File: src/hw/icache_settings.svh
// instruction cache geometry, address split, flush length and replacement lfsr width
`ifndef ICACHE_SETTINGS_SVH
`define ICACHE_SETTINGS_SVH

// physical fetch address
`define ICACHE_ADDR_BITS 32

// one line is four fetch words
`define ICACHE_LINE_BITS 128
`define ICACHE_FETCH_BITS 32

// two ways
`define ICACHE_WAYS 2
`define ICACHE_WAY_BITS 1

// sets, also the flush length in cycles
`define ICACHE_SETS 16
`define ICACHE_SET_BITS 4

// address split: tag | set | byte offset
`define ICACHE_OFFSET_BITS 4
`define ICACHE_TAG_BITS 24

// random replacement source
`define ICACHE_LFSR_BITS 8

`endif
File: src/hw/icache_repl.sv
// replacement way choice: first invalid way, else an lfsr pick
`timescale 1ns/10ps
`include "icache_settings.svh"

module icache_repl (
  input  logic                         clk_i,
  input  logic                         rst_ni,
  input  logic [`ICACHE_WAYS-1:0]      vld_rdata_i,
  input  logic                         wren_i,
  output logic [`ICACHE_WAY_BITS-1:0]  way_o
);

  logic                          all_valid;
  logic [`ICACHE_WAY_BITS-1:0]   inv_way;
  logic [`ICACHE_LFSR_BITS-1:0]  lfsr_q;
  logic                          lfsr_fb;

  assign all_valid = &vld_rdata_i;

  // lowest invalid way wins
  always_comb begin
    inv_way = '0;
    for (int w = `ICACHE_WAYS - 1; w >= 0; w--) begin
      if (!vld_rdata_i[w]) begin
        inv_way = w[`ICACHE_WAY_BITS-1:0];
      end
    end
  end

  // x^8 + x^6 + x^5 + x^4 + 1, maximal length
  assign lfsr_fb = lfsr_q[7] ^ lfsr_q[5] ^ lfsr_q[4] ^ lfsr_q[3];

  // step only when a random victim was consumed
  always_ff @(posedge clk_i or negedge rst_ni) begin
    if (!rst_ni) begin
      lfsr_q <= '1;
    end else if (wren_i && all_valid) begin
      lfsr_q <= {lfsr_q[`ICACHE_LFSR_BITS-2:0], lfsr_fb};
    end
  end

  assign way_o = all_valid ? lfsr_q[`ICACHE_WAY_BITS-1:0] : inv_way;

endmodule

File: config.mk
export PLATFORM = sky130hd
export DESIGN_NAME = icache_repl
export DESIGN_NICKNAME = d
export VERILOG_FILES = /design/src/hw/icache_repl.sv
export VERILOG_INCLUDE_DIRS = /design/src /design/src/hw
export SDC_FILE = /design/constraint.sdc
export NUM_CORES = 1
export LEC_CHECK = 0
export BUFFER_PORTS_ARGS = -buffer_cell sky130_fd_sc_hd__buf_2
export CORE_AREA = 2 2 39 41
export DETAILED_ROUTE_END_ITERATION = 10
export DIE_AREA = 0 0 41 43
export PLACE_DENSITY = 0.42
export SLEW_MARGIN = 20
export SYNTH_ARGS = -nofsm -noshare
export SYNTH_HDL_FRONTEND = slang
export SYNTH_SLANG_ARGS = --single-unit
File: constraint.sdc
create_clock -name clk_i -period 1.03 [get_ports clk_i]
set_clock_uncertainty 0.15 [all_clocks]
set_input_delay 0.206 -clock clk_i [delete_from_list [all_inputs] [get_ports clk_i]]
set_output_delay 0.206 -clock clk_i [all_outputs]
set_load 0.03 [all_outputs]
## Word level (Yosys, flattened, before mapping)

Cells that the tools add are included.

| operators by class | value |
|---|---|
| mux-type cells | 3 |
| bitwise logic cells | 3 |
| reductions and logical operators | 2 |

Operators by type and width:

| cell | number |
|---|---|
| two-way mux 1 bit | 3 |
| bitwise XOR 1 bit | 3 |
| AND reduction 2 bit | 1 |
| logical AND 1 bit | 1 |

| storage, ports and cells | value |
|---|---|
| flip-flop bits (word level) | 8 |
| input bits | 5 |
| output and inout bits | 1 |
| word-level logic and storage cells | 9 |

## Depth between registers and ports, before layout

| depth | value |
|---|---|
| depth after elaboration | 3 |
| depth in mapped cells | 3 |

## Worst setup path after synthesis

OpenSTA, ideal clock, no wires.

| path | value |
|---|---|
| path kind | register to output |
| start point | register lfsr_q[0] |
| end point | output way_o |
| arrival | 1.262 ns |
| setup slack | -0.588 ns |
| stages on the path, launching flop included | 3 |
| cells stage by stage | dfstp_2 inv_1 a21boi_0 |

| on the way | value |
|---|---|
| word-level cells in the longest chain between the ends | 1 |

RTL lines:

| what | RTL line | source |
|---|---|---|
| start, declared | icache_repl.sv:15 | `` logic [`ICACHE_LFSR_BITS-1:0] lfsr_q; `` |
| start signal, assigned | icache_repl.sv:38 | `` lfsr_q <= {lfsr_q[`ICACHE_LFSR_BITS-2:0], lfsr_fb}; `` |
| two-way mux 1 bit | icache_repl.sv:42 | `` assign way_o = all_valid ? lfsr_q[`ICACHE_WAY_BITS-1:0] : inv_way; `` |
| end, declared | icache_repl.sv:10 | `` output logic [`ICACHE_WAY_BITS-1:0] way_o `` |

No other way between the ends.

## Final worst setup path

Same ends and word-level chain as after synthesis.

==> summary.md <==
| Metric | Value |
|---|---|
| Status | finished with violations |
| Num CTS Buffers | 3 |
| Fin area | 494 um^2 |
| RSZ-0062 raised after global routing | yes |
| Fin crit share | 140% |
| Grt total ovfl | 0 |
| Largest net degree at the start of global routing | 11 |
| DP Cell Count | 47 |
| Post-route setup slack | -0.408 ns |
| Fin crit period | 1.44 ns |
| Mean routed wirelength per cell | 10.4 um |
| #FFs+latches synth | 8 |
| Via count of the first global-routing pass | 239 |
| # fillers | 142 |
| Global-route wire length before repair | 855 um |
| Area of the multi-input gates | 166 um^2 |
| Slowest stage delay, CP | 0.54 ns |
| Final setup viols | 2 |
| Fraction of layout cells with a size suffix above 1 | 86.5% |
| Max-cap viol count | 0 |
| Hold Slack | 0.151 ns |
| F_max | 695 MHz |
| Row count | 14 |
| Most common cell after layout, fill and taps aside | dfstp_2 |
| Top-area cell type share of the netlist area | 60.0% |
| Sequential cell area | 210 um^2 |
| Biggest register | lfsr_q |
| TNS Setup | -0.483 ns |
| Netlist Area Pre-Place | 350 um^2 |
| VDD IR max | 621 uV |
| Die Area | 0.00176 mm^2 |
| Die Y | 43 um |
| Final Max Slew Viols | 0 |
| Seq/Total Area, Yosys | 60.0% |
| Element type at the critical path start | flip-flop |
| Nature of the critical path endpoint | output port |
| Reg2Reg Depth | 3 |
| Mean cell area of the mapped netlist | 14.6 um^2 |
| Antenna violations before repair | 0 |
| Most area-consuming cells after synthesis | dfstp_2, mux2_2, xnor2_1, nand3_4, a21boi_0 |
| Core footprint | 0.00138 mm^2 |
| Initial core utilization | 25.3% |
| Total Power | 1.20 mW |
| Synthesis Warnings | 0 |
| Initial DRC Count | 0 |
| GRT Overall Usage | 8.21% |
| Hold Crit Class | primary input to flip-flop |
| Layout area overhead | 41.1% |
| Worst-Skew Late Latency | 0.24 ns |
| Worst r2r dst | lfsr_q[0] |
| Hold Path End | lfsr_q[1] |
| Number of port buffers | 5 |
| Min-delay src | wren_i |
| Synth area leader | dfstp_2 |
| CTS Buffer Depth | 2 |
| Drt total wl | 550 um |
| Post-synthesis cell count | 24 |
| Leakage | 0.205 nW |
| M1 WL | 205 um |
| Crit-path max FO | 2 |
| Root buf cell | clkbuf_4 |
| RR Startpoint | lfsr_q[4] |
| CTS tree | done |
| Remaining DRCs | 0 |
| Failing checks | setup timing |
| Power density cells | 2430 mW/mm^2 |
| Antenna viol nets, final | 0 |
| Worst R2R Setup Slack | -0.07 ns |
| H-tree lvl count | 1 |
| Crit-path slowest cell | dfstp_2 |
| Met2 WL | 304 um |
| Met3 wire len | 40 um |
| Final GP Congestion | 0.650 |
| Io pins | 6 |
| Relative slew margins | 88.3% |
| Final Hold Fails | 0 |
| Critical path data arrival time | 1.08 ns |
| WHS Path Cells | 3 |
| Largest regs | lfsr_q x8 |
| Cell variety after synth | 9 |
| Most frequent cells in the layout | dfstp_2, mux2_2, buf_2, buf_4, clkbuf_4 |
| Kind of critical path | flip-flop to output port |
| Top Layer Used | met3 |
| Final non-filler cell total | 53 |
| Clock transition at the registers of the reported paths | 0.05 ns |
| Pre-CTS setup slack | -0.193 ns |
| Net count reported at finish | 44 |
| Utilization after layout | 35.7% |
| Post-Syn Nets | 29 |
| Die W | 41 um |
| Via count | 229 |
| Antenna diode count | 0 |
| CTS sink count | 8 |
| Dpl cell area | 422 um^2 |
| Slew @ Worst Pin | 0.176 ns |
| Vias per Instance | 4.32 |
| Req. time, crit path | 0.67 ns |
| DR pass1 iterations | 1 |
| Largest register FFs | 8 |
| Critical-path cell list | inv_2 -> a21boi_4 -> buf_6 |
## cells in the mapped netlist
| cell type | count |
|---|---|
| nand2_1 | 2 |
| inv_1 | 1 |
| mux2_2 | 6 |
| nand3_4 | 1 |
| o21ai_0 | 1 |
| a21boi_0 | 1 |
| xnor2_1 | 3 |
| o21ai_1 | 1 |
| dfstp_2 | 8 |
## worst max-delay path, delay by kind of cell (launching register included)
family	cells	cell delay, ns
compound gates	1	0.11
flops	1	0.54
buf+inv	2	0.19
## worst max-delay path by stage
stage,start,slack (ns),cells after the start,end
floorplan,lfsr_q[0],-0.11,2,way_o
global placement,lfsr_q[0],-0.18,3,way_o
detailed placement,lfsr_q[0],-0.19,3,way_o
CTS,lfsr_q[0],-0.42,3,way_o
global route,lfsr_q[0],-0.45,3,way_o
finish,lfsr_q[0],-0.41,3,way_o
## final cells by class
class	count	area share, %
multi-input cells	15	33.7
inverters	1	0.759
repair buffers	10	14.4
flip-flops and latches	8	42.5
clock buffers	3	4.56
well taps	16	4.05
## report_power, final
group | switching (mW) | total (mW) | internal [mW]
Sequential | 0.0772 | 0.573 | 0.496
Combinational | 0.146 | 0.402 | 0.256
Clock | 0.0912 | 0.224 | 0.132
## kinds of logic (layout without fill, tap and decap cells)
logic type,count (synthesis),in the layout,synth area share [%]
AOI/OAI and AO/OA,3,3,5.00
xor gates and xnor gates,3,3,7.50
DFF,8,8,60.0
buffers and inverters,1,14,1.07
and+or+nand+nor,3,3,7.14
muxes,6,6,19.3
## layer usage
metal,track usage (%),up-vias
li1,-,111
met1,5.96,111
met2,13.1,7
met3,6.28,0
met4,6.00,0
met5,0,-
## repair_timing
action,4_1_cts,5_1_grt
pin swaps,3,2
gates resized for setup,6,0
endpoints found under the hold margin,8,0
setup endpoints to repair,2,3
hold buffers,1,0
setup buffers,2,0
Power figures use the tool's default switching activity.
