### src/hw/icache_settings.svh
// instruction cache geometry, address split, flush length and replacement lfsr width
`ifndef ICACHE_SETTINGS_SVH
`define ICACHE_SETTINGS_SVH

// physical fetch address
`define ICACHE_ADDR_BITS 32

// one line is four fetch words
`define ICACHE_LINE_BITS 128
`define ICACHE_FETCH_BITS 32

// two ways
`define ICACHE_WAYS 2
`define ICACHE_WAY_BITS 1

// sets, also the flush length in cycles
`define ICACHE_SETS 16
`define ICACHE_SET_BITS 4

// address split: tag | set | byte offset
`define ICACHE_OFFSET_BITS 4
`define ICACHE_TAG_BITS 24

// random replacement source
`define ICACHE_LFSR_BITS 8

`endif
### src/hw/icache_pkg.sv
// instruction cache types: return kind, invalidation command, refill word
`include "icache_settings.svh"

package icache_pkg;

  // kind of word on the return path
  typedef enum logic [1:0] {
    RTRN_NONE = 2'd0,
    RTRN_FILL = 2'd1,
    RTRN_INV  = 2'd2
  } rtrn_type_e;

  // invalidation of one set
  // all wins over vld, way only counts with vld
  typedef struct packed {
    logic                        all;
    logic                        vld;
    logic [`ICACHE_WAY_BITS-1:0] way;
    logic [`ICACHE_SET_BITS-1:0] idx;
  } inv_cmd_t;

  // refill word
  // a fill carries a whole line, an invalidation sits in the low bits
  typedef union packed {
    logic [`ICACHE_LINE_BITS-1:0] data;
    struct packed {
      logic [`ICACHE_LINE_BITS-$bits(inv_cmd_t)-1:0] pad;
      inv_cmd_t                                      cmd;
    } inv;
  } rtrn_word_u;

endpackage

### src/hw/icache_arrays.sv
// tag, valid and data storage per way, flush counter, valid array address and way enables
`timescale 1ns/10ps
`include "icache_settings.svh"

module icache_arrays
  import icache_pkg::*;
(
  input  logic                                               clk_i,
  input  logic                                               rst_ni,
  input  logic                                               rden_i,
  input  logic                                               wren_i,
  input  logic                                               flush_en_i,
  input  logic                                               inv_en_i,
  input  logic [`ICACHE_SET_BITS-1:0]                        index_i,
  input  logic [`ICACHE_TAG_BITS-1:0]                        tag_i,
  input  logic [`ICACHE_WAY_BITS-1:0]                        way_i,
  input  rtrn_word_u                                         rtrn_i,
  output logic [`ICACHE_WAYS-1:0][`ICACHE_TAG_BITS-1:0]      tag_rdata_o,
  output logic [`ICACHE_WAYS-1:0]                            vld_rdata_o,
  output logic [`ICACHE_WAYS-1:0][`ICACHE_LINE_BITS-1:0]     line_rdata_o,
  output logic                                               flush_done_o
);

  logic [`ICACHE_SET_BITS-1:0]  flush_cnt_q;
  logic [`ICACHE_SET_BITS-1:0]  vld_addr;
  logic [`ICACHE_WAYS-1:0]      vld_req;
  logic                         vld_we;

  // one set per cycle while flushing
  assign flush_done_o = (flush_cnt_q == `ICACHE_SET_BITS'(`ICACHE_SETS - 1));

  always_ff @(posedge clk_i or negedge rst_ni) begin
    if (!rst_ni) begin
      flush_cnt_q <= '0;
    end else if (flush_done_o) begin
      flush_cnt_q <= '0;
    end else if (flush_en_i) begin
      flush_cnt_q <= flush_cnt_q + 1'b1;
    end
  end

  // flush over invalidation over fetch
  assign vld_addr = flush_en_i ? flush_cnt_q :
                    inv_en_i   ? rtrn_i.inv.cmd.idx :
                                 index_i;

  // an invalidation must not spill into the other ways of a read
  always_comb begin
    vld_req = '0;
    if (flush_en_i) begin
      vld_req = '1;
    end else if (inv_en_i) begin
      if (rtrn_i.inv.cmd.all) begin
        vld_req = '1;
      end else if (rtrn_i.inv.cmd.vld) begin
        vld_req[rtrn_i.inv.cmd.way] = 1'b1;
      end
    end else if (rden_i) begin
      vld_req = '1;
    end else if (wren_i) begin
      vld_req[way_i] = 1'b1;
    end
  end

  // only a fill sets a valid bit
  assign vld_we = wren_i | inv_en_i | flush_en_i;

  for (genvar w = 0; w < `ICACHE_WAYS; w++) begin : gen_way
    logic [`ICACHE_TAG_BITS:0]     tag_mem  [`ICACHE_SETS];
    logic [`ICACHE_LINE_BITS-1:0]  data_mem [`ICACHE_SETS];
    logic [`ICACHE_TAG_BITS:0]     tag_q;
    logic [`ICACHE_LINE_BITS-1:0]  line_q;

    // valid bit on top of the tag
    always_ff @(posedge clk_i) begin
      if (vld_req[w]) begin
        tag_q <= tag_mem[vld_addr];
        if (vld_we) begin
          tag_mem[vld_addr] <= {wren_i, tag_i};
        end
      end
    end

    // all ways read, only the victim way written
    always_ff @(posedge clk_i) begin
      if (rden_i) begin
        line_q <= data_mem[index_i];
      end
      if (wren_i && (way_i == w)) begin
        data_mem[index_i] <= rtrn_i.data;
      end
    end

    assign vld_rdata_o[w]  = tag_q[`ICACHE_TAG_BITS];
    assign tag_rdata_o[w]  = tag_q[`ICACHE_TAG_BITS-1:0];
    assign line_rdata_o[w] = line_q;
  end

endmodule

### config.mk
export PLATFORM = sky130hd
export DESIGN_NAME = icache_arrays
export DESIGN_NICKNAME = d
export VERILOG_FILES = /design/src/hw/icache_pkg.sv /design/src/hw/icache_arrays.sv
export VERILOG_INCLUDE_DIRS = /design/src /design/src/hw
export SDC_FILE = /design/constraint.sdc
export NUM_CORES = 2
export LEC_CHECK = 0
export BUFFER_PORTS_ARGS = -buffer_cell sky130_fd_sc_hd__buf_2
export CAP_MARGIN = 20
export CORE_UTILIZATION = 30
export DETAILED_ROUTE_END_ITERATION = 10
export GPL_TIMING_DRIVEN = 0
export PLACE_DENSITY_LB_ADDON = 0.15
export SYNTH_ARGS = -nofsm -noshare
export SYNTH_HDL_FRONTEND = slang
export SYNTH_MEMORY_MAX_BITS = 65536
export SYNTH_SLANG_ARGS = --single-unit
### constraint.sdc
create_clock -name clk_i -period 3 [get_ports clk_i]
set_clock_uncertainty 0.05 [all_clocks]
set_input_delay 0.3 -clock clk_i [delete_from_list [all_inputs] [get_ports clk_i]]
set_output_delay 0.3 -clock clk_i [all_outputs]
set_load 0.02 [all_outputs]
; Word level (Yosys, flattened, before mapping)
; Memory sizes are Yosys's and may differ from the RTL's. A register that Yosys moved wholly into a read port is not among the register bits.
; Cells that the tools add are included.
[word_totals]
register_bits = 4
mem_bits_rw = 4896
input_bits = 163
wordCells = 42
mem_count = 4
[classes]
add_sub_neg = 1
order_cmp = 4
eq_ne = 1
n_mux = 23
bitwise_logic = 3
reduce_logical = 5
[memory_table]
columns = name, depth, word_bits, rd, rd_ports_with_merged_regs, wr, line
row1 = gen_way[0].data_mem, 16, 128, 1, 1, 1, icache_arrays.sv:70  ; logic [`ICACHE_LINE_BITS-1:0] data_mem [`ICACHE_SETS];
row2 = gen_way[1].data_mem, 16, 128, 1, 1, 1, icache_arrays.sv:70
row3 = gen_way[0].tag_mem, 16, 25, 1, 1, 1, icache_arrays.sv:69  ; logic [`ICACHE_TAG_BITS:0] tag_mem [`ICACHE_SETS];
row4 = gen_way[1].tag_mem, 16, 25, 1, 1, 1, icache_arrays.sv:69
[op_table]
columns = cell, count
row1 = $mux 4, 4
row2 = $mux 2, 6
row3 = $mux 1, 11
row4 = $add 4x1->4 const B, 1
row5 = $eq 4x4->1 const B, 1
row6 = $logic_and 1x1->1, 4
row7 = $lt 1x2->1 const B, 2
row8 = $demux 1 s1, 2
row9 = $ge 1x1->1 const B, 2
row10 = $or 1x1->1, 2
row11 = $reduce_bool 2->1, 1
row12 = $not 1->1, 1

; Longest topological paths before layout
[logic_depth]
ltp_word = 10
mapped_depth = 10
ltp_nobuf = 6

; Worst setup path before layout
; Ideal clock, no wire load.
[synth_path]
path_kind = input to register
startpoint = input index_i[0]
endpoint = memory gen_way[1].data_mem[3][0] (netlist bit), enable pin
setup_ps = 771
arrival_ps = 10169
required_ps = 2179
setup_slack_ps = -7990
stages = 7
path_buffers = 5
path_cell_list = buf_2 -> buf_6 -> buf_6 -> buf_2 -> clkbuf_1 -> nand4_1 -> nor3_1
[synth_lines]
columns = item, line
row1 = from (decl), icache_arrays.sv:14  ; input logic [`ICACHE_SET_BITS-1:0] index_i,
row2 = to (decl), icache_arrays.sv:70
; Straight into the memory's write port.

; Final worst setup path
[layout_path]
startpoint = input index_i[2]
endpoint = memory gen_way[0].data_mem[8][47] (netlist bit), enable pin
[layout_lines]
columns = item, line
row1 = to (decl), icache_arrays.sv:70
; Straight into the memory's write port.

==> impl_metrics.json <==
{
  "synthCells": 8121,
  "synthDistinctLibCells": 35,
  "grt.overflow.total": 0,
  "async_reset_ff_frac": 0.000768,
  "worst_path_max_delay_cell": "nor3_4",
  "die_y_um": 806,
  "clock_tree.buffer_depth": 4,
  "relSlewSlack": 0.230,
  "status": "finished clean",
  "ios": 470,
  "ys_ff_latch": 5206,
  "grt_usage": 0.181,
  "drtPass1Iterations": 6,
  "final_min_period_over_clock_period": 0.996,
  "hold_viol_final": 0,
  "die_width_um": 806,
  "ys_seq_area_frac": 0.806,
  "rsz0062_at_grt": "false",
  "synth_area_leaders": "edfxtp_1, mux4_2, nand2_1, a21oi_1, a32o_1",
  "final_cell_area_um2": 237000,
  "die_area_um2": 650000,
  "grt_pass1_vias": 98000,
  "reg2reg_slack_ns": 0.07,
  "clk_transition_reported_paths_ns": 0.06,
  "area_delta_synth_final_pct": 22.4,
  "worst_pin_slew_ns": 1.16,
  "nets": 9968,
  "vias": 94500,
  "path_max_fanout": 12,
  "cts_made_buffers": 587,
  "multi_input_area_um2": 36400,
  "required_ns": 3.72,
  "worstPathCellList": "buf_8 > buf_8 > dlygate4sd3_1 > clkbuf_16 > nand3b_1 > nor3_4 > buf_16 > buf_16 > buf_16 > buf_8",
  "peakVddDrop_uv": 641,
  "ys_warn_count": 0,
  "clock-root-buffer": "clkbuf_16",
  "syn_nets": 8285,
  "wirelength_um": 598000,
  "r2r_cells": 8,
  "startpoint_type": "input pin",
  "cpPeakStageDelay_ns": 0.95,
  "post-route-util": 0.370,
  "ys.flop_type": "edfxtp_1",
  "gp_congestion": 0.791,
  "fillers": 58400,
  "syn-cell-area_um2": 194000,
  "regToRegEndpoint": "gen_way[1].tag_q[23]",
  "place_area_um2": 216000,
  "initial_core_util": 0.302,
  "critPathKind": "input pin to flop",
  "p_leak_uw": 0.0750,
  "crit_arrival_ns": 3.71,
  "cts_tree": "built",
  "finalCriticalPeriod_ns": 2.99,
  "drv_cap": 0,
  "ys_top_cells_by_count": "edfxtp_1, mux4_2, nand2_1",
  "antenna_found_initial": 114,
  "grt_max_degree": 77,
  "grt_pass1_wl_um": 815000,
  "ant_nets": 0,
  "max_freq_mhz": 335,
  "clock-sinks": 5206,
  "rows": 294,
  "hold_path.class": "input pin to async pin",
  "via_per_inst": 5.00,
  "seqCellArea_um2": 156000,
  "synth_edf_count": 5202,
  "p_per_area_nw_per_um2": 706,
  "yosysMostFrequentCell": "edfxtp_1",
  "r2r-start": "flush_cnt_q[1]",
  "core_area_um2": 642000,
  "drt_iter0_drc": 9960,
  "synth.avg_cell_area_um2": 23.9,
  "netlist.area_leader.share": 0.806,
  "endpoint_kind": "flop",
  "clock_latency_ns": 1.08,
  "drive_gt1_frac": 0.324,
  "slew_violations": 0,
  "routedWlPerCell_um": 31.7,
  "critPathTopFamily": "buffers and inverters",
  "hpwl_um": 391000,
  "setup_violations": 0,
  "numPortBuffers": 463,
  "drc": 0,
  "yosysTopAreaCell": "edfxtp_1",
  "h-tree-depth": 6,
  "cp.buffers_inverters": 8
}
[area by class of cell]
type,count,area share
multi-input cells,2483,0.153
clock buffers,719,0.0647
well taps,8584,0.0453
plain buffers,446,0.00963
diodes,47,0.000496
flip-flops and latches,5206,0.659
repair buffers,1080,0.0543
clock inverters,331,0.0138
[metal layers]
layer / global-route usage / routed length (µm) / vias up
met3: 0.0342 / 39600 / 887
li1: - / - / 38400
met2: 0.294 / 286000 / 3389
met1: 0.247 / 253000 / 51800
met5: 0 / 261 / -
met4: 0.0532 / 19300 / 42
[cells in the final DEF, fill, tap and decap left out, types with 6 or more instances in the layout]
| cell | n |
|---|---|
| clkinv_1 | 140 |
| nor2_4 | 65 |
| mux4_2 | 1280 |
| buf_6 | 22 |
| buf_1 | 31 |
| bufinv_16 | 42 |
| clkinv_2 | 76 |
| a21oi_1 | 202 |
| mux2i_1 | 50 |
| buf_16 | 117 |
| a221oi_1 | 49 |
| a211o_1 | 51 |
| buf_2 | 613 |
| nand2b_1 | 10 |
| nand2_1 | 511 |
| clkinv_16 | 12 |
| edfxtp_1 | 5202 |
| dlygate4sd3_1 | 160 |
| inv_16 | 9 |
| clkbuf_1 | 305 |
| buf_8 | 74 |
| clkinvlp_4 | 11 |
| buf_4 | 74 |
| clkbuf_16 | 599 |
| diode_2 | 47 |
| buf_12 | 213 |
| a32o_1 | 100 |
| o22ai_1 | 50 |
| clkinv_8 | 17 |
| nor2_2 | 8 |
| nor3_4 | 8 |
| nand3_4 | 7 |
| o21ai_0 | 6 |
| a32oi_1 | 50 |
| clkbuf_2 | 32 |
| inv_6 | 17 |
| clkinv_4 | 7 |
[power by group]
part           total [µW]  switching, µW  internal, µW
registers           83100            722         82400
logic               14300           9360          4960
clock network       70000          29800         40200
total              167000          39900        128000
[cell families after synthesis]
kind of cell	synth area share
AO/OA/AOI/OAI	0.0193
adder cells (fa/ha/maj)	0.0000645
buffers and inverters	0.0106
flip-flops	0.806
multiplexers	0.152
AND/OR/NAND/NOR	0.0123
[worst reg2reg max path, delay by kind of cell, from the launching register on]
family                 cells  cell delay (ns)
AO/OA/AOI/OAI              4             1.02
flip-flops                 1             0.41
buffers and inverters      3             1.08
AND/OR/NAND/NOR            1             0.10
[metrics by stage]
step / TNS [ns] / hold slack [ns] / cells / power [µW] / worst slack (ns)
4_1_cts: 0 / 0.0123 / 18800 / 170000 / 0.0133
5_1_grt: 0 / 0.0490 / 18900 / 173000 / 0.00314
3_5_place_dp: -3027.31 / 0.0592 / 17500 / 98500 / -1.83
6_report: 0 / 0.107 / 18900 / 167000 / 0.0112
2_1_floorplan: -4245.70 / -0.0456 / 8121 / 91400 / -2.12
3_3_place_gp: - / 0.0564 / 17200 / 97900 / -9.59
[worst max path at each step]
stage | start | end | slack (ns) | depth (start not counted)
2_1_floorplan | index_i[0] | gen_way[1].data_mem[2][0] | -2.12 | 7
3_3_place_gp | rden_i | gen_way[0].tag_q[22] | -9.59 | 3
6_report | index_i[2] | gen_way[0].data_mem[8][47] | 0.01 | 10
3_5_place_dp | rden_i | gen_way[0].tag_mem[5][9] | -1.83 | 7
4_1_cts | flush_cnt_q[1] | gen_way[1].tag_mem[5][8] | 0.01 | 10
5_1_grt | flush_cnt_q[1] | gen_way[0].tag_q[23] | 0.003 | 8
[registers in the layout, indices dropped and copies added (netlist names)]
register and cells:
gen_way.tag_mem 800, gen_way.data_mem 4096, gen_way.line_q 256, flush_cnt_q 4
gen_way.tag_q 50
[repair_timing]
item | 4_1_cts | 5_1_grt
resized for setup | 48 | 19
cloned | 16 | 0
endpoints found under the setup margin | 880 | 179
endpoints found under the hold margin | 4993 | 0
buffers inserted | 71 | 4
hold buffers | 164 | 0
pin swaps | 43 | 0
No activity file was read; power rests on OpenSTA's default activity.
