<file path="src/hw/icache_settings.svh">
// instruction cache geometry, address split, flush length and replacement lfsr width
`ifndef ICACHE_SETTINGS_SVH
`define ICACHE_SETTINGS_SVH

// physical fetch address
`define ICACHE_ADDR_BITS 32

// one line is four fetch words
`define ICACHE_LINE_BITS 128
`define ICACHE_FETCH_BITS 32

// two ways
`define ICACHE_WAYS 2
`define ICACHE_WAY_BITS 1

// sets, also the flush length in cycles
`define ICACHE_SETS 16
`define ICACHE_SET_BITS 4

// address split: tag | set | byte offset
`define ICACHE_OFFSET_BITS 4
`define ICACHE_TAG_BITS 24

// random replacement source
`define ICACHE_LFSR_BITS 8

`endif
</file>
<file path="src/hw/icache_pkg.sv">
// instruction cache types: return kind, invalidation command, refill word
`include "icache_settings.svh"

package icache_pkg;

  // kind of word on the return path
  typedef enum logic [1:0] {
    RTRN_NONE = 2'd0,
    RTRN_FILL = 2'd1,
    RTRN_INV  = 2'd2
  } rtrn_type_e;

  // invalidation of one set
  // all wins over vld, way only counts with vld
  typedef struct packed {
    logic                        all;
    logic                        vld;
    logic [`ICACHE_WAY_BITS-1:0] way;
    logic [`ICACHE_SET_BITS-1:0] idx;
  } inv_cmd_t;

  // refill word
  // a fill carries a whole line, an invalidation sits in the low bits
  typedef union packed {
    logic [`ICACHE_LINE_BITS-1:0] data;
    struct packed {
      logic [`ICACHE_LINE_BITS-$bits(inv_cmd_t)-1:0] pad;
      inv_cmd_t                                      cmd;
    } inv;
  } rtrn_word_u;

endpackage

</file>
<file path="src/hw/icache_ctrl.sv">
// fetch controller: fsm, enable and flush latches, request registers, memory request
`timescale 1ns/10ps
`include "icache_settings.svh"

module icache_ctrl
  import icache_pkg::*;
(
  input  logic                            clk_i,
  input  logic                            rst_ni,
  input  logic                            en_i,
  input  logic                            flush_i,
  input  logic                            fetch_req_i,
  input  logic [`ICACHE_ADDR_BITS-1:0]    fetch_addr_i,
  input  logic                            mem_ack_i,
  input  rtrn_type_e                      mem_rtrn_type_i,
  input  logic                            hit_i,
  input  logic                            flush_done_i,
  input  logic [`ICACHE_WAY_BITS-1:0]     repl_way_i,
  output logic                            fetch_ready_o,
  output logic                            fetch_valid_o,
  output logic [`ICACHE_ADDR_BITS-1:0]    fetch_addr_o,
  output logic                            mem_req_o,
  output logic [`ICACHE_ADDR_BITS-1:0]    mem_addr_o,
  output logic                            mem_nc_o,
  output logic [`ICACHE_WAY_BITS-1:0]     mem_way_o,
  output logic                            miss_o,
  output logic                            busy_o,
  output logic                            rden_o,
  output logic                            wren_o,
  output logic                            flush_en_o,
  output logic                            inv_en_o,
  output logic                            cmp_en_o,
  output logic [`ICACHE_SET_BITS-1:0]     index_o,
  output logic [`ICACHE_OFFSET_BITS-3:0]  offset_o,
  output logic [`ICACHE_TAG_BITS-1:0]     tag_o
);

  localparam logic [1:0] st_flush = 2'd0;
  localparam logic [1:0] st_idle  = 2'd1;
  localparam logic [1:0] st_read  = 2'd2;
  localparam logic [1:0] st_miss  = 2'd3;

  logic [1:0]                      state_d, state_q;
  // cache enabled, only changes in idle and at the end of a flush
  logic                            cache_en_d, cache_en_q;
  // flush waiting to start
  logic                            flush_d, flush_q;
  // tag compare valid in the next cycle
  logic                            cmp_en_d, cmp_en_q;
  // invalidation wrote the valid array last cycle
  logic                            inv_q;
  logic [`ICACHE_WAY_BITS-1:0]     repl_way_q;
  logic [`ICACHE_ADDR_BITS-1:0]    addr_q;
  logic                            accept;

  assign accept = fetch_ready_o & fetch_req_i;

  //////////////////////////////////////////////////
  // address split and memory request fields
  //////////////////////////////////////////////////

  // the arrays are read with the new index in the cycle of acceptance
  assign index_o  = accept ? fetch_addr_i[`ICACHE_OFFSET_BITS +: `ICACHE_SET_BITS] :
                             addr_q[`ICACHE_OFFSET_BITS +: `ICACHE_SET_BITS];
  assign tag_o    = addr_q[`ICACHE_ADDR_BITS-1 -: `ICACHE_TAG_BITS];
  // word index inside the line
  assign offset_o = addr_q[`ICACHE_OFFSET_BITS-1:2];

  assign fetch_addr_o = {addr_q[`ICACHE_ADDR_BITS-1:2], 2'b00};

  // line request when cacheable, single word when disabled
  assign mem_nc_o   = ~cache_en_q;
  assign mem_addr_o = cache_en_q ?
                      {addr_q[`ICACHE_ADDR_BITS-1:`ICACHE_OFFSET_BITS], {`ICACHE_OFFSET_BITS{1'b0}}} :
                      {addr_q[`ICACHE_ADDR_BITS-1:2], 2'b00};
  // way choice is live in the compare cycle, latched afterwards
  assign mem_way_o  = cmp_en_q ? repl_way_i : repl_way_q;

  assign inv_en_o   = (mem_rtrn_type_i == RTRN_INV);
  assign flush_en_o = (state_q == st_flush);
  assign cmp_en_o   = cmp_en_q;
  assign busy_o     = (state_q != st_idle);

  //////////////////////////////////////////////////
  // fsm
  //////////////////////////////////////////////////

  always_comb begin
    state_d       = state_q;
    cache_en_d    = cache_en_q;
    flush_d       = flush_q | flush_i;
    cmp_en_d      = 1'b0;
    rden_o        = 1'b0;
    wren_o        = 1'b0;
    fetch_ready_o = 1'b0;
    fetch_valid_o = 1'b0;
    mem_req_o     = 1'b0;
    miss_o        = 1'b0;

    case (state_q)
      // clear every valid bit, one set per cycle
      st_flush: begin
        if (flush_done_i) begin
          state_d    = st_idle;
          flush_d    = 1'b0;
          cache_en_d = en_i;
        end
      end
      st_idle: begin
        cmp_en_d   = cache_en_q;
        // disabling is immediate, enabling goes through a flush
        cache_en_d = cache_en_q & en_i;
        if (flush_d || (en_i && !cache_en_q)) begin
          state_d = st_flush;
        end else if (!inv_en_o) begin
          // an invalidation owns the valid array this cycle
          fetch_ready_o = 1'b1;
          if (fetch_req_i) begin
            rden_o  = 1'b1;
            state_d = st_read;
          end
        end
      end
      st_read: begin
        cmp_en_d = cache_en_q;
        rden_o   = cache_en_q;
        if (cmp_en_q && inv_q) begin
          // tags came from the invalidated set, look again
        end else if (cmp_en_q && hit_i) begin
          fetch_valid_o = 1'b1;
          state_d       = st_idle;
          // overlap the next fetch unless a flush or invalidation waits
          if (!inv_en_o && !flush_d) begin
            fetch_ready_o = 1'b1;
            if (fetch_req_i) begin
              state_d = st_read;
            end
          end
        end else begin
          // miss, or any fetch while disabled
          cmp_en_d  = 1'b0;
          mem_req_o = 1'b1;
          if (mem_ack_i) begin
            miss_o  = cache_en_q;
            state_d = st_miss;
          end
        end
      end
      st_miss: begin
        // fills and invalidations never overlap
        if (mem_rtrn_type_i == RTRN_FILL) begin
          fetch_valid_o = 1'b1;
          wren_o        = cache_en_q;
          state_d       = st_idle;
        end
      end
      default: begin
        state_d = st_flush;
      end
    endcase
  end

  //////////////////////////////////////////////////
  // registers
  //////////////////////////////////////////////////

  always_ff @(posedge clk_i or negedge rst_ni) begin
    if (!rst_ni) begin
      state_q    <= st_flush;
      cache_en_q <= 1'b0;
      flush_q    <= 1'b0;
      cmp_en_q   <= 1'b0;
      inv_q      <= 1'b0;
      repl_way_q <= '0;
    end else begin
      state_q    <= state_d;
      cache_en_q <= cache_en_d;
      flush_q    <= flush_d;
      cmp_en_q   <= cmp_en_d;
      inv_q      <= inv_en_o;
      if (cmp_en_q) begin
        repl_way_q <= repl_way_i;
      end
    end
  end

  // request address
  always_ff @(posedge clk_i) begin
    if (accept) begin
      addr_q <= fetch_addr_i;
    end
  end

endmodule

</file>
<file path="config.mk">
export PLATFORM = sky130hd
export DESIGN_NAME = icache_ctrl
export DESIGN_NICKNAME = d
export VERILOG_FILES = /design/src/hw/icache_pkg.sv /design/src/hw/icache_ctrl.sv
export VERILOG_INCLUDE_DIRS = /design/src /design/src/hw
export SDC_FILE = /design/constraint.sdc
export NUM_CORES = 1
export LEC_CHECK = 0
export ABC_AREA = 1
export BUFFER_PORTS_ARGS = -buffer_cell sky130_fd_sc_hd__buf_2
export CAP_MARGIN = 25
export CORE_ASPECT_RATIO = 0.9
export CORE_MARGIN = 2
export CORE_UTILIZATION = 36
export CTS_BUF_LIST = sky130_fd_sc_hd__clkbuf_16
export CTS_CLUSTER_SIZE = 12
export DETAILED_ROUTE_END_ITERATION = 16
export HOLD_SLACK_MARGIN = 0.08
export PLACE_DENSITY = 0.88
export SLEW_MARGIN = 10
export SYNTH_ARGS = -nofsm -noshare
export SYNTH_HDL_FRONTEND = slang
export SYNTH_SLANG_ARGS = --single-unit
</file>
<file path="constraint.sdc">
create_clock -name clk_i -period 1.5 [get_ports clk_i]
set_input_delay 0.225 -clock clk_i [delete_from_list [all_inputs] [get_ports clk_i]]
set_output_delay 0.225 -clock clk_i [all_outputs]
set_load 0.01 [all_outputs]
</file>
# Yosys cells after proc, flatten, opt, wreduce, memory -nomap -nowiden
# Index checks and enable logic that the tools add are counted.
[classes] eq_ne=12 mux=44 n_bitwise=4 reduce_logical=12
[ops] operator="$mux 1" count=26
[ops] operator="$mux 2" count=10
[ops] operator="$pmux 1 s2" count=5
[ops] operator="$ne 3x3->1 const B" count=3
[ops] operator="$mux 4" count=2
[ops] operator="$pmux 2 s4" count=1
[ops] operator="$eq 2x2->1 const B" count=3
[ops] operator="$ne 2x2->1 const B" count=3
[ops] operator="$reduce_and 6->1" count=1
[ops] operator="$eq 2x1->1 const B" count=2
[ops] operator="$logic_and 1x1->1" count=4
[ops] operator="$logic_not 1->1" count=3
[ops] operator="$and 1x1->1" count=2
[ops] operator="$logic_not 2->1" count=1
[ops] operator="$ne 2x1->1 const B" count=1
[ops] operator="$reduce_and 2->1" count=1
[ops] operator="$reduce_bool 2->1" count=1
[ops] operator="$logic_or 1x1->1" count=1
[ops] operator="$not 1->1" count=1
[ops] operator="$or 1x1->1" count=1
[totals] regBits=39 inputBits=43 output_inout_bits=106 wordCells=79

# Logic depth before layout (Yosys ltp)
[depth] depth_word=9 mapped_depth=10

# Least setup slack after synthesis
# No wires, ideal clock.
[synth_path] kind="register to output" from="register state_q[1]" to="output port index_o[0]" arrival_ns=1.447 required_ns=1.275 setup_slack_ns=-0.172 stages_incl_launch_ff=11 n_path_buf=0 path_cell_list="dfrtp_1 inv_1 ha_1 inv_1 a21oi_4 inv_2 nand2_4 nand3_4 clkinv_4 nand2_1 nand2_1"
[synth_between] elab_chain_len=4 word_cells_on_any_way=5
[synth_rtl] element="start, declared" line="icache_ctrl.sv:43" rtl="logic [1:0] state_d, state_q;"
[synth_rtl] element="start signal, assigned" line="icache_ctrl.sv:169" rtl="state_q <= st_flush;"
[synth_rtl] element="start signal, assigned" line="icache_ctrl.sv:176" rtl="state_q <= state_d;"
[synth_rtl] element="$eq 2x2->1 or $eq 2x1->1 (tied branches)" line="icache_ctrl.sv:100" rtl="case (state_q)"
[synth_rtl] element="$pmux 1 s2 *" line="icache_ctrl.sv:100"
[synth_rtl] element="$and 1x1->1 *" line="icache_ctrl.sv:56" rtl="assign accept = fetch_ready_o & fetch_req_i;"
[synth_rtl] element="via accept" line="icache_ctrl.sv:54" rtl="logic accept;"
[synth_rtl] element="$mux 4 *" line="icache_ctrl.sv:63" rtl="assign index_o = accept ? fetch_addr_i[`ICACHE_OFFSET_BITS +: `ICACHE_SET_BITS] :"
[synth_rtl] element="end, declared" line="icache_ctrl.sv:33" rtl="output logic [`ICACHE_SET_BITS-1:0] index_o,"
# The timed path passes the listed nets; every way through them passes the cells marked *.

# Worst setup path in the final report
# Same ends and word-level chain as after synthesis.

==> impl_metrics.json <==
{
  "grtUsageMet1": 0.161,
  "cp.required_ns": 1.27,
  "grtUsageTotal": 0.152,
  "grt_util_met2": 0.269,
  "fp.dieH_um": 74.1,
  "use_met3": 0.0413,
  "synth_sequential_area_ratio": 0.548,
  "routed_wl_mm": 5.01,
  "cts.clk_slew.worst_paths_ns": 0.06,
  "gp_congestion": 0.884,
  "setup_viol": 39,
  "grt_pass1_vias": 1487,
  "path_cells": "inv_2 > ha_4 > inv_4 > a21oi_4 > inv_2 > nand2_4 > nand3_4 > clkinv_8 > nand2_2 > nand2_2 > buf_6",
  "cts_tree": "built",
  "rsz0062_at_grt": "yes",
  "dpl_cell_area_sq_um": 2500,
  "final_cell_mix": "buf_2 (137), edfxtp_1 (30), nand2_1 (20), buf_4 (19), buf_6 (14)",
  "cp_max_fo": 8,
  "critPathMaxStageDelay_ns": 0.39,
  "die_x_um": 81.9,
  "die_area_sq_um": 6060,
  "viasPerCell": 4.35,
  "core_area_sq_um": 5260,
  "synth.area.top_cells": "edfxtp_1 (46%), buf_4 (23%), dfrtp_1 (8.9%)",
  "status": "finished, violations left",
  "grt_max_degree": 13,
  "syn_inst": 183,
  "final_common_cell": "buf_2",
  "hold_violations": 0,
  "cts_made_buffers": 5,
  "nets": 356,
  "p_leak_nw": 1.48,
  "start_util": 0.374,
  "clkLatencyLatePin_ns": 0.28,
  "drive_above_1_share": 0.694,
  "ant_nets": 0,
  "synth_cell_types": 24,
  "syn-cell-area_sq_um": 1960,
  "endpoint_kind": "output pin",
  "wire_per_inst_um": 13.3,
  "ir_drop_mv": 0.587,
  "core.rowCount": 25,
  "gr-max-usage-layer": "met2",
  "power.density_nw_per_um2": 1270,
  "min_period_ns": 1.90,
  "ys_seq_elements": 37,
  "crit_path_top_delay_cell": "dfrtp_1",
  "grt_overflow": 0,
  "avgSynthCellArea_sq_um": 10.7,
  "n_antenna_cell": 0,
  "clk_path_buf_depth": 2,
  "clock_sinks": 37,
  "fin_ws_ns": -0.403,
  "final_cells": 377,
  "cap_violations": 0,
  "failed_checks": "negative setup slack",
  "final_area_sq_um": 2960,
  "ys_warn_count": 0,
  "worstSetupPathType": "reg2out",
  "total_power_mw": 3.74,
  "area_delta_synth_final_pct": 50.4,
  "dr.pass1.iters": 4,
  "io_buffers": 142,
  "dp_hpwl_mm": 3.73,
  "placedCellCount": 353,
  "drt-initial-drc-count": 66,
  "place_ws_ns": -0.178,
  "grt_pass1_wl_mm": 6.76,
  "yosysTopAreaCellShare": 0.459,
  "drc_errors": 0,
  "antenna_found_initial": 0,
  "post-route-period-util": 1.27,
  "io-pin-count": 149,
  "fin_skew_ns": 0.00316,
  "root_buffer": "clkbuf_16",
  "htreeDepth": 2,
  "drv_slew": 0,
  "cp.arrival_ns": 1.68,
  "fmax_mhz": 525,
  "crit_path_start_kind": "flop",
  "synth_largest_area_cell": "edfxtp_1",
  "hold_class": "in2reg",
  "vias": 1641
}
kinds of logic (layout without fill, tap and decap cells):
group	Yosys count	count (layout)	share of synthesized area
muxes	1	1	0.00573
other	1	4	0.00191
and+or+nand+nor	50	50	0.118
adders and majority gates	4	4	0.0255
buffers and inverters	78	202	0.264
AOI/OAI and AO/OA	12	12	0.0369
DFF	37	37	0.548
sequential cells by signal, summed over array words and instances (netlist names):
name	cells
flush_q	1
addr_q	30
cmp_en_o	1
repl_way_q	1
inv_q	1
state_q	2
cache_en_q	1
metrics by stage:
stage | utilization | hold slack, ns | setup TNS, ns
floorplan | - | -0.0706 | -0.371
global placement | 0.475 | 0.0681 | -2.99
detailed placement | 0.475 | 0.0732 | -4.50
CTS | 0.539 | 0.115 | -9.23
global route | 0.562 | 0.107 | -14.75
finish | 0.562 | 0.120 | -11.72
where the power goes:
| part | switching [mW] | internal, mW |
|---|---|---|
| clock | 0.402 | 0.609 |
| combinational | 0.750 | 0.688 |
| sequential | 0.0707 | 1.22 |
synthesized netlist by cell type, drive strengths merged:
cell type and n:
nor4 1, edfxtp 30, nor2 11, o21ai 4, nand2 30, dfrtp 7
nor3 1, mux2 1, inv 18, nand4 1, nand3 6, conb 1
o22ai 1, buf 59, clkinv 1, ha 4, a21oi 7
final timing paths:
path,from,end,slack [ns],cells after the start
hold reg to reg,repl_way_q$_DFF_PN0_,repl_way_q$_DFF_PN0_,0.50,1
setup / recovery,state_q[1]$_DFFE_PN0P_,index_o[0],-0.40,11
hold / removal,fetch_addr_i[16],addr_q[16]$_DFFE_PP_,0.12,1
setup reg to reg,state_q[1]$_DFFE_PN0P_,addr_q[26]$_DFFE_PP_,-0.40,12
max in group asynchronous,rst_ni,state_q[0]$_DFFE_PN0P_,1.01,2
min in group asynchronous,rst_ni,repl_way_q$_DFF_PN0_,0.31,2
area by class of cell:
type / instances / area [sq um]
flip-flops and latches: 37 / 1080
inverters: 19 / 91.3
fillers: 472 / 2300
well taps: 67 / 83.8
multi-input cells: 71 / 482
clock inverters: 3 / 17.5
clock buffers: 5 / 125
repair buffers: 175 / 1080
metal layers:
metal  vias up  share of wire
met3        10          0.087
met5         -              0
met2        98           0.54
met1       749           0.35
li1        784              -
met4         0          0.022
critical path: cells and delay by family (launching register included):
kind / cells / cell delay (ns)
compound gates: 1 / 0.13
buf+inv: 5 / 0.41
simple gates: 4 / 0.32
flops: 1 / 0.39
fa+ha+maj: 1 / 0.15
repair_timing:
item / CTS / global route
setup endpoints to repair: 40 / 43
gates resized for setup: 23 / 21
gates cloned: 1 / 0
buffers inserted: 7 / 11
pin swaps: 5 / 7
hold buffers: 1 / 0
endpoints found under the hold margin: 7 / 0
Power figures use the tool's default switching activity.
