### config.mk
export PLATFORM = sky130hd
export DESIGN_NAME = icache_lookup
export DESIGN_NICKNAME = d
export VERILOG_FILES = /design/src/hw/icache_pkg.sv /design/src/hw/icache_lookup.sv
export VERILOG_INCLUDE_DIRS = /design/src /design/src/hw
export SDC_FILE = /design/constraint.sdc
export NUM_CORES = 1
export LEC_CHECK = 0
export BUFFER_PORTS_ARGS = -buffer_cell sky130_fd_sc_hd__buf_2
export CORE_AREA = 2 2 189 191
export DETAILED_ROUTE_END_ITERATION = 10
export DIE_AREA = 0 0 191 193
export GPL_TIMING_DRIVEN = 0
export PLACE_DENSITY = 0.39
export SYNTH_ARGS = -nofsm -noshare
export SYNTH_HDL_FRONTEND = slang
export SYNTH_SLANG_ARGS = --single-unit
### constraint.sdc
create_clock -name vclk -period 3.3
set_input_delay 0.33 -clock vclk [all_inputs]
set_output_delay 0.33 -clock vclk [all_outputs]
set_load 0.05 [all_outputs]
### src/hw/icache_settings.svh
// instruction cache geometry, address split, flush length and replacement lfsr width
`ifndef ICACHE_SETTINGS_SVH
`define ICACHE_SETTINGS_SVH

// physical fetch address
`define ICACHE_ADDR_BITS 32

// one line is four fetch words
`define ICACHE_LINE_BITS 128
`define ICACHE_FETCH_BITS 32

// two ways
`define ICACHE_WAYS 2
`define ICACHE_WAY_BITS 1

// sets, also the flush length in cycles
`define ICACHE_SETS 16
`define ICACHE_SET_BITS 4

// address split: tag | set | byte offset
`define ICACHE_OFFSET_BITS 4
`define ICACHE_TAG_BITS 24

// random replacement source
`define ICACHE_LFSR_BITS 8

`endif
### src/hw/icache_pkg.sv
// instruction cache types: return kind, invalidation command, refill word
`include "icache_settings.svh"

package icache_pkg;

  // kind of word on the return path
  typedef enum logic [1:0] {
    RTRN_NONE = 2'd0,
    RTRN_FILL = 2'd1,
    RTRN_INV  = 2'd2
  } rtrn_type_e;

  // invalidation of one set
  // all wins over vld, way only counts with vld
  typedef struct packed {
    logic                        all;
    logic                        vld;
    logic [`ICACHE_WAY_BITS-1:0] way;
    logic [`ICACHE_SET_BITS-1:0] idx;
  } inv_cmd_t;

  // refill word
  // a fill carries a whole line, an invalidation sits in the low bits
  typedef union packed {
    logic [`ICACHE_LINE_BITS-1:0] data;
    struct packed {
      logic [`ICACHE_LINE_BITS-$bits(inv_cmd_t)-1:0] pad;
      inv_cmd_t                                      cmd;
    } inv;
  } rtrn_word_u;

endpackage

### src/hw/icache_lookup.sv
// tag compare, hit way encoding and fetch word select
`timescale 1ns/10ps
`include "icache_settings.svh"

module icache_lookup
  import icache_pkg::*;
(
  input  logic [`ICACHE_TAG_BITS-1:0]                        tag_i,
  input  logic [`ICACHE_OFFSET_BITS-3:0]                     offset_i,
  input  logic                                               cmp_en_i,
  input  logic [`ICACHE_WAYS-1:0][`ICACHE_TAG_BITS-1:0]      tag_rdata_i,
  input  logic [`ICACHE_WAYS-1:0]                            vld_rdata_i,
  input  logic [`ICACHE_WAYS-1:0][`ICACHE_LINE_BITS-1:0]     line_rdata_i,
  input  rtrn_word_u                                         rtrn_i,
  output logic                                               hit_o,
  output logic [`ICACHE_FETCH_BITS-1:0]                      data_o
);

  logic [`ICACHE_WAYS-1:0]      way_hit;
  logic [`ICACHE_WAY_BITS-1:0]  hit_way;

  // a tag only matches under its valid bit
  for (genvar w = 0; w < `ICACHE_WAYS; w++) begin : gen_cmp
    assign way_hit[w] = vld_rdata_i[w] & (tag_rdata_i[w] == tag_i);
  end

  assign hit_o = |way_hit;

  // lowest hitting way, at most one is expected
  always_comb begin
    hit_way = '0;
    for (int w = `ICACHE_WAYS - 1; w >= 0; w--) begin
      if (way_hit[w]) begin
        hit_way = w[`ICACHE_WAY_BITS-1:0];
      end
    end
  end

  // hit line after a compare, refill line otherwise
  // an uncached word also sits at its own line offset
  always_comb begin
    if (cmp_en_i) begin
      data_o = line_rdata_i[hit_way][offset_i * `ICACHE_FETCH_BITS +: `ICACHE_FETCH_BITS];
    end else begin
      data_o = rtrn_i.data[offset_i * `ICACHE_FETCH_BITS +: `ICACHE_FETCH_BITS];
    end
  end

endmodule

# --- Word level (Yosys, flattened, before mapping) ---
# Cells that the tools add are included.
totals:
  ff_bits: 0
  input_bits: 461
  output_inout_bits: 33
classes:
  n_lt_le_gt_ge: 1
  n_eq_ne: 2
  shifts: 2
  mux: 5
  n_bitwise: 2
  reduce_logical: 1
ops:
  columns: ["cell", "n"]
  rows:
  - ["$mux 128", 2]
  - ["$shiftx 128x8->32", 2]
  - ["$eq 24x24->1", 2]
  - ["$mux 32", 1]
  - ["$and 1x1->1", 2]
  - ["$lt 1x2->1 const B", 1]
  - ["$mux 1", 2]
  - ["$reduce_or 2->1", 1]

# --- Depth between registers and ports, before layout ---
# Gate-level depths: netlist of the first run.
depth:
  word_depth: 8
  mapped_depth: 10
  depth_no_buf: 8

# --- Worst setup path before layout of the first run ---
# No wires, ideal clock.
synth_timing:
  path_type: "input to output"
  start: "input port tag_i[6]"
  end: "output port data_o[0]"
  arrival_time_ns: 2.671
  required_ns: 2.970
  setup_slack_ns: 0.299
  stages: 10
  n_path_buf: 2
  path_cell_list: "xor2_1 -> a2111oi_2 -> nand4_1 -> o2111ai_2 -> buf_6 -> buf_6 -> mux2i_1 -> a211oi_1 -> nor2_1 -> a21oi_1"
synth_between:
  elab_chain_cells: 8
  elab_cells_between_ends: 10
synth_rtl:
  columns: ["element", "line_no", "rtl"]
  rows:
  - ["start, declared", "icache_lookup.sv:8", "input logic [`ICACHE_TAG_BITS-1:0] tag_i,"]
  - ["$eq 24x24->1", "icache_lookup.sv:24", "assign way_hit[w] = vld_rdata_i[w] & (tag_rdata_i[w] == tag_i);"]
  - ["$and 1x1->1", "icache_lookup.sv:24", null]
  - ["$mux 1", "icache_lookup.sv:33", "if (way_hit[w]) begin"]
  - ["$mux 1 (*)", "icache_lookup.sv:33", null]
  - ["$mux 128 (not written as such) (*) (2 in a row)", "icache_lookup.sv:43", "data_o = line_rdata_i[hit_way][offset_i * `ICACHE_FETCH_BITS +: `ICACHE_FETCH_BITS];"]
  - ["$shiftx 128x8->32 (*)", "icache_lookup.sv:43", null]
  - ["$mux 32 (*)", "icache_lookup.sv:42", "if (cmp_en_i) begin"]
  - ["end, declared", "icache_lookup.sv:16", "output logic [`ICACHE_FETCH_BITS-1:0] data_o"]
# Every way passes the cells marked *; elsewhere a longest branch is shown, timed or not. The select of a mux whose other input is x is not followed.

# --- Worst setup path after layout of the first run ---
layout_timing:
  start: "input port tag_i[6]"
  end: "output port data_o[1]"
# The elaborated chain is that of the path after synthesis.

==> flow_summary_export.csv, run 1 <==
group,metric,value,unit
run_status,status,"finished, violations left",
run_status,violations,"negative setup slack",
floorplan,die_w,191,um
worst_setup_path,critPathLaunchType,"primary input",
place,dp_hpwl,28800,um
cells_and_area,fin_util,0.210,
drt,drt-pass1-iter-count,6,
sta,drv_slew,0,
floorplan,rows,69,
pwr,total_power,1.01,mW
drt,antenna_left,0,
floorplan,start_util,0.112,
synthesis,synthSimpleGateAreaFrac,0.151,
synthesis,ys_types,25,
global_routing,antenna_found_initial,5,
synthesis,yosysSeqAreaShare,0,
sta,worst_pin_slew,0.907,ns
worst_setup_path,required,2.97,ns
cells_and_area,fin_nets,1561,
cells_and_area,layout_common_cells,"buf_2, mux2i_1, a21oi_1",
cells_and_area,drive_gt1_frac,0.514,
worst_setup_path,cp-startpoint,"tag_i[6]",
place,pre_cts_ws,-0.640,ns
sta,fin_setup_tns,-0.0603,ns
hold_path,hold_path_class,"in2out",
place,port_buffers,492,
floorplan,pin_count,494,
drt,drc,0,
synthesis,muxShareOfSynthArea,0.326,
drt,wl_per_cell,20.7,um
sta,final-setup-viol-count,3,
synthesis,syn_inst,605,
sta,holdWs,1.15,ns
drt,wl,32300,um
pwr,irDropWorstVdd,0.0575,mV
cells_and_area,regArea,0,um2
pwr,p_leak,4.08,nW
drt,num_vias,6538,
global_routing,grt_pass1_wl,43100,um
global_routing,track_usage,0.162,
synthesis,synth_top_family_by_area,"compound AO/OA/AOI/OAI gates",
sta,max-slew-margin-rel,0.396,
floorplan,die_area,36900,um2
sta,min_period_over_period,1.01,
cells_and_area,area_growth,86.7,%
drt,routed_via_density,4.19,
clock_network,cts.hold.buffers_added,0,
synthesis,synthAdderAreaFrac,0,
worst_setup_path,path_max_fanout,10,
global_routing,grt_pass1_vias,6605,
floorplan,die_h,193,um
worst_setup_path,critPathKind,"in2out",
worst_setup_path,end_kind,"primary output",
synthesis,synth-compound-area-share,0.341,
sta,fmax,0.300,GHz
cells_and_area,nClkBuffers,0,
sta,rsz0062_at_grt,"true",
pwr,p_per_area,138,nW/um2
drt,drtIter0Drc,199,
global_routing,grt_max_degree,11,
job,drv_cap,0,
synthesis,syn-mean-instance-area,6.50,um2
synthesis,syn_area,3930,um2
floorplan,core,35000,um2
global_routing,gr-total-overflow,0,
sta,hold_viol,0,
worst_setup_path,arrival,3.00,ns
synthesis,syn_nets,1066,
sta,fin_ws,-0.0308,ns
cells_and_area,final_common_cell,"buf_2",
sta,period_needed,3.33,ns
synthesis,synth_warnings,0,
cells_and_area,seq_cells,0,
place,place_congestion,0.839,
cells_and_area,fillCellCount,4141,
synthesis,synth_xor_area_frac,0.105,
hold_path,holdCritStartpoint,"rtrn_i[47]",
[area by class of cell]
type                       instances  area, um2  share of cell area
multi-input combinational        543       3900               0.531
timing repair buffer             493       2520               0.344
tap                              461        577              0.0786
buffer                            61        330              0.0450
antenna                            3       7.51             0.00102
inverter                           1       3.75            0.000512
[worst max-delay path: stages]
cell	delay, ns
buf_2	0.12
xor2_1	0.17
a2111oi_2	0.42
nand4_1	0.16
o2111ai_2	0.29
buf_12	0.22
buf_6	0.20
mux2i_1	0.15
a211oi_2	0.37
nor2_1	0.14
a21oi_2	0.22
buf_6	0.19
[synthesized netlist by cell type, drive strengths merged]
cell | count | area [um2]
nor2 | 78 | 293
nand4 | 7 | 43.8
clkbuf | 43 | 161
xor2 | 25 | 219
nand2b | 1 | 6.26
nor3 | 24 | 120
a211oi | 44 | 330
mux2i | 128 | 1280
nor2b | 1 | 6.26
o211ai | 10 | 75.1
a2111oi | 1 | 15.0
xnor2 | 22 | 193
nand3 | 3 | 15.0
a21oi | 86 | 430
o211a | 1 | 10.0
o21ai | 75 | 375
nand2 | 21 | 78.8
o2111ai | 11 | 103
buf | 18 | 139
inv | 1 | 3.75
nor4 | 5 | 31.3
[per-stage QoR]
step | std cells | area [um2]
2_1_floorplan | 605 | 3930
3_3_place_gp | 1558 | 6970
3_5_place_dp | 1558 | 6970
4_1_cts | 1559 | 7220
5_1_grt | 1562 | 7340
6_report | 1562 | 7340
[path summary, 6_finish.rpt]
check / endpoint / slack, ns / depth (start not counted)
min: data_o[15] / 1.15 / 4
max: data_o[1] / -0.03 / 12
[logic make-up (layout without fill, tap and decap cells)]
logic type / Yosys count / count (layout)
xor+xnor: 47 / 47
other cells: 0 / 3
compound gates: 228 / 228
simple gates: 140 / 140
buf+inv: 62 / 555
mux: 128 / 128
[per-layer routing]
metal	track usage	vias to the layer above	wire, um
met5	0	-	13
met3	0.0195	26	2090
li1	-	3246	-
met2	0.326	324	17300
met4	0.0250	2	595
met1	0.182	2940	12300
[timing repair]
| action | in CTS | in global routing |
|---|---|---|
| setup buffers | 1 | 0 |
| resized for setup | 53 | 31 |
| endpoints found under the setup margin | 32 | 32 |
| pin swaps | 2 | 7 |
[power breakdown]
| part | switching, mW | leakage, nW | total (mW) | internal, mW |
|---|---|---|---|---|
| clock network | 0 | 0.0000190 | 0.000000122 | 0.000000122 |
| registers | 0 | 0 | 0 | 0 |
| logic | 0.612 | 4.08 | 1.01 | 0.402 |
| total | 0.612 | 4.08 | 1.01 | 0.402 |
No activity file was read; power rests on OpenSTA's default activity.
==> run 2: changes to the inputs <==
CAP_MARGIN = 20   (was not set)
CORE_AREA = 2 2 192 194   (was 2 2 189 191)
DIE_AREA = 0 0 194 196   (was 0 0 191 193)
PLACE_DENSITY = 0.38   (was 0.39)
clock period = 3.1 ns   (was 3.3 ns; I/O delays follow)
==> run 2 against run 1 <==
  * Critical endpoint unchanged
  * Non-clock buffer count up 35
  * Die area up 3.1%
  * Clock-buffer cell count unchanged
  * Critical path depth up 1
  * Sequential share of layout area unchanged
  * Routed wire length up 11%
  * Power up 23%
  * Worst setup slack worse by 0.11 ns
  * Cell count up 2.6%
  * Cell area up 21%
  * Combinational power up 24%
  * Largest cell class unchanged
  * The run still ends with negative setup slack left
  * Flip-flop and latch count unchanged
==> flow_summary_export.csv, run 2 (synthesized netlist as in run 1, its figures left out) <==
group,metric,value,unit
clock_network,cts.hold.buffers_added,0,
run_status,violations,"negative setup slack",
floorplan,die_area,38000,um2
floorplan,start_util,0.109,
worst_setup_path,arrival,2.93,ns
cells_and_area,layout_common_cells,"buf_2, mux2i_1, nor2_1",
pwr,p_per_area,141,nW/um2
sta,worst_pin_slew,0.990,ns
drt,drtIter0Drc,172,
sta,fmax,0.309,GHz
worst_setup_path,cp_slowest_stage_delay,0.44,ns
hold_path,min_to,"data_o[30]",
cells_and_area,final_common_cell,"buf_2",
cells_and_area,seq_cells,0,
floorplan,core,36100,um2
worst_setup_path,required,2.79,ns
drt,drc,0,
cells_and_area,fin_util,0.245,
worst_setup_path,path_cells,"buf_8, xnor2_4, nand4_1, nor4_4, o2111ai_4, buf_12, buf_16, buf_12, mux2i_4, a211oi_4, nor2_1, a21oi_2, buf_6",
cells_and_area,regArea,0,um2
global_routing,track_usage,0.172,
global_routing,antenna_found_initial,3,
drt,wl,35900,um
cells_and_area,multiInputGateArea,4630,um2
global_routing,grt_pass1_vias,7245,
place,dp_hpwl,30300,um
drt,wl_per_cell,22.4,um
hold_path,holdPathStages,4,
drt,antenna_left,0,
place,place_congestion,0.795,
pwr,irDropWorstVdd,0.0598,mV
sta,max-slew-margin-rel,0.340,
pwr,total_power,1.25,mW
floorplan,rows,70,
sta,min_period_over_period,1.04,
cells_and_area,drive_gt1_frac,0.615,
sta,final-setup-viol-count,25,
cells_and_area,fin_nets,1596,
global_routing,gr-total-overflow,0,
floorplan,die_h,196,um
drt,routed_via_density,4.29,
pwr,p_leak,4.41,nW
job,drv_cap,0,
worst_setup_path,critPathKind,"in2out",
place,port_buffers,492,
sta,hold_viol,0,
place,pre_cts_ws,-0.751,ns
cells_and_area,area_growth,125,%
hold_path,hold_path_class,"in2out",
worst_setup_path,critPathLaunchType,"primary input",
sta,fin_ws,-0.138,ns
worst_setup_path,critPathSlowestCell,"nor4_4",
sta,fin_setup_tns,-1.34,ns
worst_setup_path,worst_path_most_repeated_cell,"buf_12",
drt,num_vias,6874,
cells_and_area,nClkBuffers,0,
hold_path,holdCritStartpoint,"rtrn_i[62]",
worst_setup_path,path_max_fanout,6,
sta,rsz0062_at_grt,"true",
sta,holdWs,1.11,ns
global_routing,grt_max_degree,11,
drt,drt-pass1-iter-count,4,
cells_and_area,fillCellCount,4121,
run_status,status,"finished, violations left",
sta,period_needed,3.24,ns
sta,drv_slew,0,
worst_setup_path,end_kind,"primary output",
floorplan,die_w,194,um
global_routing,grt_pass1_wl,47900,um
floorplan,pin_count,494,
run 2: cell types whose count changed in the layout (fill, tap and decap cells not counted), moves of 18 or more:
cell and delta:
buf_2 -29, buf_6 +19, mux2i_1 -33, a21oi_2 +23
a21oi_1 -24, mux2i_4 +18, a211oi_1 -18, buf_4 +24
run 2: power breakdown:
part / internal (mW) / total (mW) / switching, mW
registers: 0 / 0 / 0
logic: 0.515 / 1.25 / 0.733
clock network: 0.0000000867 / 0.0000000867 / 0
run 2: per-layer routing:
layer | share of wire | wire length (um) | vias to the layer above | GRT usage
li1 | - | - | 3319 | -
met5 | 0 | 0 | - | 0
met4 | 0.024 | 879 | 0 | 0.0460
met1 | 0.40 | 14300 | 3210 | 0.207
met3 | 0.058 | 2080 | 32 | 0.0236
met2 | 0.52 | 18600 | 313 | 0.319
run 2: metrics by stage:
step	std cells	area [um2]
global route	1603	8840
global placement	1565	6980
floorplan	605	3930
finish	1603	8840
detailed placement	1565	6980
CTS	1590	8030
run 2: critical path: cells and delay by family:
family                    cells  cell delay, ns
buffers and inverters         5            0.78
muxes                         1            0.19
xor gates and xnor gates      1            0.17
and+or+nand+nor               3            0.71
AOI/OAI and AO/OA             3            0.73
run 2: area by class of cell:
class / instances / share of cell area
Buffer: 61 / 0.0521
Timing Repair Buffer: 528 / 0.357
Multi-Input combinational cell: 543 / 0.523
Inverter: 1 / 0.000424
Antenna cell: 2 / 0.000566
Tap cell: 468 / 0.0662
run 2: timing repair:
action / in CTS / in global routing
cloned: 4 / 4
setup buffers: 21 / 7
pin swaps: 40 / 69
resized for setup: 182 / 126
endpoints found under the setup margin: 32 / 32
run 2: worst max path at each step:
| stage | from | endpoint | slack [ns] | cells after the start |
|---|---|---|---|---|
| floorplan | tag_i[6] | data_o[0] | 0.14 | 10 |
| global placement | tag_i[1] | data_o[1] | -0.78 | 12 |
| detailed placement | tag_i[1] | data_o[1] | -0.75 | 12 |
| CTS | tag_rdata_i[6] | data_o[5] | -0.18 | 13 |
| global route | tag_rdata_i[25] | data_o[1] | -0.23 | 13 |
| finish | tag_rdata_i[25] | data_o[1] | -0.14 | 13 |
